### config.mk
export PLATFORM = sky130hd
export DESIGN_NAME = usb_tx_top
export DESIGN_NICKNAME = d
export VERILOG_FILES = /design/src/hdl/usb_tx_pkg.sv /design/src/hdl/usb_bit_stuffer.sv /design/src/hdl/usb_nrzi_driver.sv /design/src/hdl/usb_tx_sequencer.sv /design/src/hdl/usb_tx_top.sv
export SDC_FILE = /design/constraint.sdc
export NUM_CORES = 1
export LEC_CHECK = 0
export BUFFER_PORTS_ARGS = -buffer_cell sky130_fd_sc_hd__buf_2
export CELL_PAD_IN_SITES_DETAIL_PLACEMENT = 0
export CELL_PAD_IN_SITES_GLOBAL_PLACEMENT = 2
export CORE_UTILIZATION = 33
export DETAILED_ROUTE_END_ITERATION = 10
export PLACE_DENSITY = 0.74
export SYNTH_ARGS = -nofsm -noshare
export SYNTH_HDL_FRONTEND = slang
export SYNTH_SLANG_ARGS = --single-unit
### constraint.sdc
create_clock -name usb_clk -period 1.9 [get_ports usb_clk]
set_input_delay 0.19 -clock usb_clk [delete_from_list [all_inputs] [get_ports usb_clk]]
set_output_delay 0.19 -clock usb_clk [all_outputs]
set_load 0.005 [all_outputs]
### src/hdl/usb_tx_pkg.sv
// ------------------------------
// USB 1.1 transmit engine types
// Shared vector typedefs, the
// sequencer and line-mode enums
// and the control structs that
// pass between the TX blocks
// ------------------------------

package usb_tx_pkg;

	// one byte as handed over by the byte source, sent LSB first
	typedef logic [7:0] usb_byte_t;

	typedef logic [2:0] bit_index_t;  // bit position inside the current byte

	typedef logic [2:0] ones_count_t; // run of consecutive ones, 0 to 6

	// packet sequencer states
	typedef enum logic [2:0] {
		TX_IDLE = 3'd0,
		TX_DATA = 3'd1,
		TX_EOP1 = 3'd2,
		TX_EOP2 = 3'd3,
		TX_J    = 3'd4
	} tx_state_t;

	// what the driver puts on D+/D- during a bit time
	typedef enum logic [1:0] {
		LINE_DATA = 2'd0, // NRZI of the stuffer output
		LINE_SE0  = 2'd1, // both lines low
		LINE_J    = 2'd2  // D+ high, D- low
	} line_mode_t;

	// commands from the sequencer to the bit stuffer
	typedef struct packed {
		logic clear; // empty the stuffer and zero the ones run
		logic load;  // take a new byte at the next bit time
	} stuff_ctl_t;

	// commands from the sequencer to the line driver
	typedef struct packed {
		logic       oe;   // drive the pair during this bit time
		line_mode_t mode;
	} line_ctl_t;

endpackage

### src/hdl/usb_bit_stuffer.sv
// ------------------------------
// USB TX bit stuffer
// Serializes bytes LSB first and
// inserts a zero after six ones,
// one line bit per bit time
// ------------------------------

`timescale 1ns/1ps

module usb_bit_stuffer
	import usb_tx_pkg::*;
(
	input  logic       usb_clk,
	input  logic       usb_rst,
	input  logic       bit_en,
	input  stuff_ctl_t stuff_ctl,
	input  usb_byte_t  tx_data,
	output logic       line_bit,
	output logic       stuff_done
);

	logic [6:0]  shift_reg; // bits still waiting, next one in bit 0
	bit_index_t  bit_idx;   // index of the data bit now on line_bit
	ones_count_t ones_run;

	// the stuffed zero is due once the run has reached six
	logic stuff_now;
	assign stuff_now = (ones_run == 3'd6);

	// control state, cleared by reset or by the sequencer between packets
	always_ff @(posedge usb_clk) begin
		if (usb_rst || stuff_ctl.clear) begin
			stuff_done <= 1'b1;
			ones_run   <= '0;
			bit_idx    <= '0;
		end else if (bit_en) begin
			if (stuff_ctl.load) begin
				stuff_done <= 1'b0;
				bit_idx    <= '0;
				// the run carries over from the previous byte of the packet
				ones_run   <= tx_data[0] ? ones_run + 3'd1 : 3'd0;
			end else if (!stuff_done) begin
				if (stuff_now) begin
					ones_run <= '0; // the stuffed zero breaks the run
					if (bit_idx == 3'd7)
						stuff_done <= 1'b1;
				end else begin
					bit_idx  <= bit_idx + 3'd1;
					ones_run <= shift_reg[0] ? ones_run + 3'd1 : 3'd0;
					// after bit 7 the byte is only finished if it needs no stuffing
					if (bit_idx == 3'd6 && !(shift_reg[0] && ones_run == 3'd5))
						stuff_done <= 1'b1;
				end
			end
		end
	end

	// payload path
	always_ff @(posedge usb_clk) begin
		if (bit_en) begin
			if (stuff_ctl.load) begin
				line_bit  <= tx_data[0];
				shift_reg <= tx_data[7:1];
			end else if (!stuff_done && !stuff_ctl.clear) begin
				if (stuff_now) begin
					line_bit <= 1'b0;
				end else begin
					line_bit  <= shift_reg[0];
					shift_reg <= {1'b0, shift_reg[6:1]};
				end
			end
		end
	end

	a_run_limit: assert property (@(posedge usb_clk) disable iff (usb_rst)
		ones_run <= 3'd6);

endmodule

### src/hdl/usb_nrzi_driver.sv
// ------------------------------
// USB TX line driver
// NRZI-encodes the stuffer output
// or forces SE0/J, with a second
// register stage toward the pads
// ------------------------------

`timescale 1ns/1ps

module usb_nrzi_driver
	import usb_tx_pkg::*;
(
	input  logic      usb_clk,
	input  logic      usb_rst,
	input  logic      bit_en,
	input  logic      line_bit,
	input  line_ctl_t line_ctl,
	output logic      txp,
	output logic      txm,
	output logic      txoe
);

	logic txp_r;
	logic txm_r;
	logic txoe_r;

	always_ff @(posedge usb_clk) begin
		if (usb_rst) begin
			txp_r  <= 1'b1; // idle J
			txm_r  <= 1'b0;
			txoe_r <= 1'b0;
		end else if (bit_en) begin
			txoe_r <= line_ctl.oe;
			if (!line_ctl.oe) begin
				txp_r <= 1'b1; // released pair returns to J
				txm_r <= 1'b0;
			end else begin
				case (line_ctl.mode)
					LINE_DATA: begin
						// a zero toggles the pair, a one holds it
						// txm_r takes the old txp_r so a toggle out of SE0 lands on J
						if (!line_bit) begin
							txp_r <= ~txp_r;
							txm_r <= txp_r;
						end
					end
					LINE_SE0: begin
						txp_r <= 1'b0;
						txm_r <= 1'b0;
					end
					default: begin
						txp_r <= 1'b1;
						txm_r <= 1'b0;
					end
				endcase
			end
		end
	end

	// pad stage, one clock behind the encoder
	always_ff @(posedge usb_clk) begin
		if (usb_rst) begin
			txp  <= 1'b1;
			txm  <= 1'b0;
			txoe <= 1'b0;
		end else begin
			txp  <= txp_r;
			txm  <= txm_r;
			txoe <= txoe_r;
		end
	end

	a_no_se1: assert property (@(posedge usb_clk) disable iff (usb_rst)
		!(txp && txm));

endmodule

### src/hdl/usb_tx_sequencer.sv
// ------------------------------
// USB TX packet sequencer
// Divides usb_clk down to the bit
// rate, runs the packet FSM, hands
// out ready pulses and issues the
// stuffer and line commands
// ------------------------------

`timescale 1ns/1ps

module usb_tx_sequencer
	import usb_tx_pkg::*;
#(
	parameter int CLKS_PER_BIT = 4
) (
	input  logic       usb_clk,
	input  logic       usb_rst,
	input  logic       tx_valid,
	input  logic       generate_reset,
	input  logic       stuff_done,
	output logic       bit_en,
	output logic       tx_ready,
	output stuff_ctl_t stuff_ctl,
	output line_ctl_t  line_ctl
);

	localparam int CNT_W = (CLKS_PER_BIT > 1) ? $clog2(CLKS_PER_BIT) : 1;
	localparam logic [CNT_W-1:0] CNT_LAST = CNT_W'(CLKS_PER_BIT - 1);

	logic [CNT_W-1:0] clk_cnt;
	tx_state_t        state;
	tx_state_t        next_state;

	// bit_en is registered, so it is a clean one-cycle pulse per bit time
	always_ff @(posedge usb_clk) begin
		if (usb_rst) begin
			clk_cnt <= '0;
			bit_en  <= 1'b0;
		end else begin
			bit_en <= (clk_cnt == CNT_LAST);
			if (clk_cnt == CNT_LAST)
				clk_cnt <= '0;
			else
				clk_cnt <= clk_cnt + 1'b1;
		end
	end

	always_ff @(posedge usb_clk) begin
		if (usb_rst)
			state <= TX_IDLE;
		else if (bit_en)
			state <= next_state; // the FSM only moves at bit boundaries
	end

	// the byte is accepted at the bit_en that loads it, ready follows one clock later
	always_ff @(posedge usb_clk) begin
		if (usb_rst)
			tx_ready <= 1'b0;
		else
			tx_ready <= bit_en && stuff_ctl.load;
	end

	always_comb begin
		next_state      = state;
		stuff_ctl.clear = 1'b0;
		stuff_ctl.load  = 1'b0;
		line_ctl.oe     = 1'b1;
		line_ctl.mode   = LINE_DATA;

		case (state)
			TX_IDLE: begin
				// bus reset is only honoured while no packet is running
				line_ctl.oe   = generate_reset;
				line_ctl.mode = generate_reset ? LINE_SE0 : LINE_DATA;
				if (tx_valid) begin
					stuff_ctl.load = 1'b1;
					next_state     = TX_DATA;
				end else begin
					stuff_ctl.clear = 1'b1; // every packet starts with a fresh ones run
				end
			end
			TX_DATA: begin
				if (stuff_done) begin
					if (tx_valid)
						stuff_ctl.load = 1'b1;
					else
						next_state = TX_EOP1; // valid low at a byte boundary ends the packet
				end
			end
			TX_EOP1: begin
				stuff_ctl.clear = 1'b1;
				line_ctl.mode   = LINE_SE0;
				next_state      = TX_EOP2;
			end
			TX_EOP2: begin
				stuff_ctl.clear = 1'b1;
				line_ctl.mode   = LINE_SE0;
				next_state      = TX_J;
			end
			TX_J: begin
				stuff_ctl.clear = 1'b1;
				line_ctl.mode   = LINE_J;
				next_state      = TX_IDLE; // oe drops in idle and releases the pair
			end
			default: begin
				line_ctl.oe = 1'b0;
				next_state  = TX_IDLE;
			end
		endcase
	end

	// the source must see each acceptance as a separate pulse
	a_ready_single: assert property (@(posedge usb_clk) disable iff (usb_rst)
		tx_ready |=> !tx_ready);

	// a byte that is taken always leads into, or continues, the data phase
	a_load_state: assert property (@(posedge usb_clk) disable iff (usb_rst)
		bit_en && stuff_ctl.load |=> state == TX_DATA);

endmodule

### src/hdl/usb_tx_top.sv
// ------------------------------
// USB 1.1 transmit engine top
// Ties the sequencer, the bit
// stuffer and the line driver
// together and sets the bit rate
// ------------------------------

`timescale 1ns/1ps

module usb_tx_top
	import usb_tx_pkg::*;
#(
	parameter int CLKS_PER_BIT = 4 // 4 for full speed at 48 MHz, 32 for low speed
) (
	input  logic      usb_clk,
	input  logic      usb_rst,
	input  usb_byte_t tx_data,
	input  logic      tx_valid,
	input  logic      generate_reset,
	output logic      tx_ready,
	output logic      txp,
	output logic      txm,
	output logic      txoe
);

	logic       bit_en;
	logic       stuff_done;
	logic       line_bit;
	stuff_ctl_t stuff_ctl;
	line_ctl_t  line_ctl;

	usb_tx_sequencer #(
		.CLKS_PER_BIT (CLKS_PER_BIT)
	) u_sequencer (
		.usb_clk        (usb_clk),
		.usb_rst        (usb_rst),
		.tx_valid       (tx_valid),
		.generate_reset (generate_reset),
		.stuff_done     (stuff_done),
		.bit_en         (bit_en),
		.tx_ready       (tx_ready),
		.stuff_ctl      (stuff_ctl),
		.line_ctl       (line_ctl)
	);

	usb_bit_stuffer u_stuffer (
		.usb_clk    (usb_clk),
		.usb_rst    (usb_rst),
		.bit_en     (bit_en),
		.stuff_ctl  (stuff_ctl),
		.tx_data    (tx_data),
		.line_bit   (line_bit),
		.stuff_done (stuff_done)
	);

	usb_nrzi_driver u_driver (
		.usb_clk  (usb_clk),
		.usb_rst  (usb_rst),
		.bit_en   (bit_en),
		.line_bit (line_bit),
		.line_ctl (line_ctl),
		.txp      (txp),
		.txm      (txm),
		.txoe     (txoe)
	);

endmodule

==> summary.txt <==
Timing
  • FMAX: between 500 and 600 MHz
  • Final min period: 1670 ps
  • Hold Vio Cnt, Final: 0
  • Slew @ Worst Pin: approximately 450 ps
  • Slew Viols, Final: 0
  • Setup TNS: 0 ps
  • RSZ-0062 raised after global routing: no
  • Period utilization: 0.879
  • # setup viols final: 0
  • Rel. slew slack: 0.701
  • Clk_skew: 3.70 ps

Worst setup path
  • WP data required: 1890 ps
  • Reg2reg end: u_stuffer.shift_reg[4]
  • Critical path class: reg2reg
  • Worst r2r src: u_sequencer.state[2]
  • Reg2reg path depth: 4
  • CP Data Arrival Time: 1660 ps
  • Setup crit start kind: flop
  • CP max FO: 7
  • Worst Setup End Kind: flop
  • Reg2Reg Setup Slack: 230 ps

Final layout
  • Diodes inserted: 0
  • Synth-to-Final Area Change: 13.5%
  • Share of layout cells above drive strength 1: 0.236
  • Reg area: roughly 640 µm²
  • Fillcell total: ~410
  • Max reg flops: 7
  • Final Instance Count excl. Fillers: 198
  • Area taken by multi-input logic gates: 687 µm²
  • # nets final: 168

Floorplan
  • I/O pin count: 16
  • Core Rows: 23
  • Die ar.: 0.00449 mm²
  • Core Region: 0.00403 mm²
  • Starting Density: 0.346
  • Die Wd: between 60 and 70 µm
  • Die Y: 67.0 µm

Logic synthesis
  • FFs w/ async S/R, synth: 0
  • Area share of the largest cell type after synthesis: 0.287
  • Post-synth EDFFs: 8
  • #FFs+latches synth: 28
  • Ys flop type: dfxtp_1
  • Yosys warning total: 0
  • Syn_area_per_cell: 10.6 µm²
  • Top cells by area, synth: dfxtp_1 (29%), edfxtp_1 (17%), ha_1 (6.3%)
  • Synthesized cell area: 0.00140 mm²
  • Sequential fraction of the synthesis area: 0.459
  • Gate Count Post-Synth: 131
  • Syn_nets: 150
  • Largest area contributor in the netlist: dfxtp_1
  • Unique masters post-synth: 46

Placed design
  • Placed cell count: ~190
  • DP HPWL: 2050 µm
  • GPL Wtd Cong: 0.739
  • IO Port Bufs: 15

Global route
  • Global route overflow: 0
  • Global Route Usage Sum: 0.129
  • Largest net degree at the start of global routing: 16
  • Initial antenna violation count: 0
  • Vias in the first global route: approximately 940
  • First-pass GRT wire length: ~4300 µm

Hold path
  • Hold Path Stages: 2
  • Hold_sp: tx_data[6]
  • Hold endpoint: u_stuffer.shift_reg[5]
  • HP Class: in2reg

Clock network
  • CTS H-Tree Depth: 1
  • CTS tree: yes
  • TritonCTS Sinks: 28
  • Post-CTS setup buffer count: 0
  • CTS Buffer Depth: 2
  • Skew-Pair Late Insertion Delay: 270 ps
  • Clock slew at reported path FFs: 90 ps
  • Hold_buf cts: 0
  • Resize count post-CTS: 0
  • Inserted Clock Buffers: 3
  • Root Buffer: clkbuf_8

Drt
  • 1st-pass router iterations: 4
  • Detailed-route wire length per cell: around 13 µm
  • DR vias/cell: 4.96
  • Initial DRC count: 56
  • Final antenna-violating net count: 0
  • Vias: 982
  • WL final: 2610 µm
  • Drt drc: 0

Power
  • Design Power: 1.07 mW
  • Peak VDD IR: 0.236 mV
  • PwrDens: 677 mW/mm²
  • P_leak: 0.597 nW

Flow run
  • Maxcap violations: 0

Run status
  • Outcome: finished, final reports clean
[layout by cell type (no fill, tap or decap), types with 3 or more instances in the layout]
master,n
ha_1,7
edfxtp_1,8
buf_2,15
buf_4,4
nor2_1,6
nand3_1,3
a21oi_1,6
nor2b_1,5
nand2_1,9
dfxtp_1,20
clkbuf_8,4
nand2b_1,3
mux2i_1,4
inv_1,9
mux2_1,6
[how the worst max path moves through the flow]
stage                               from  slack, ps  cells after the start                     end
floorplan           u_sequencer.state[2]        130                      4  u_stuffer.shift_reg[0]
detailed placement  u_sequencer.state[2]        240                      4  u_stuffer.shift_reg[3]
finish              u_sequencer.state[2]        230                      4  u_stuffer.shift_reg[4]
global placement    u_sequencer.state[2]        280                      4  u_stuffer.shift_reg[2]
global route        u_sequencer.state[2]         80                      4  u_stuffer.shift_reg[5]
CTS                 u_sequencer.state[2]        210                      4  u_stuffer.shift_reg[4]
[cell usage after synthesis, types with 2 or more instances]
library cell  instances
clkbuf_1              2
edfxtp_1              8
nand3_1               3
a21oi_1               6
nand4b_1              2
nand2b_1              3
o211ai_1              2
ha_1                  7
mux2_1                6
mux2i_1               4
buf_6                 2
inv_1                 9
a311oi_1              2
nand2_1               9
dfxtp_1              20
nor2b_1               5
and3_1                2
nor2_1                6
nor3_1                2
buf_2                 2
or2_2                 2
o21ai_1               2
o21ai_0               2
[metrics by stage]
step	setup slack, ps	utilization	hold WS [ps]	area, µm²
global placement	280	0.380	407	1530
finish	229	0.393	198	1580
floorplan	126	-	262	1400
CTS	212	0.393	197	1580
detailed placement	243	0.380	427	1530
global route	84.6	0.393	210	1580
[per-layer routing]
metal / global-route usage / routed length, µm / part of all wire
met1: 0.162 / 1170 / 0.45
met3: 0.0205 / 69 / 0.026
met5: 0 / 0 / 0
met2: 0.220 / 1340 / 0.52
met4: 0.0452 / 27 / 0.010
[worst max-delay path, stage by stage (launching register included)]
cell      delay [ps]
dfxtp_1          380
nor3b_4          340
o21ai_2          190
a311oi_2         280
buf_4            200
[report_power, final]
part / total, mW / leakage [nW] / internal [mW] / switching (mW)
sequential: 0.633 / 0.234 / 0.624 / 0.00859
combinational: 0.0822 / 0.334 / 0.0383 / 0.0439
clock: 0.358 / 0.0288 / 0.185 / 0.173
total: 1.07 / 0.597 / 0.848 / 0.226
[layout make-up]
class / count / share of cell area
tap: 50 / 0.0395
timing repair buffer: 19 / 0.0664
sequential: 28 / 0.404
clock buffer: 4 / 0.0348
multi-input combinational: 88 / 0.434
inverter: 9 / 0.0213
[cells by family (layout without fill, tap and decap cells)]
group,Yosys count,after routing,synth area share
simple gates,42,42,0.176
flops,28,28,0.459
buf+inv,15,32,0.0529
fa+ha+maj,7,7,0.0628
compound gates,27,27,0.160
mux,10,10,0.0771
xor+xnor,2,2,0.0126
No activity file was read; power rests on OpenSTA's default activity.
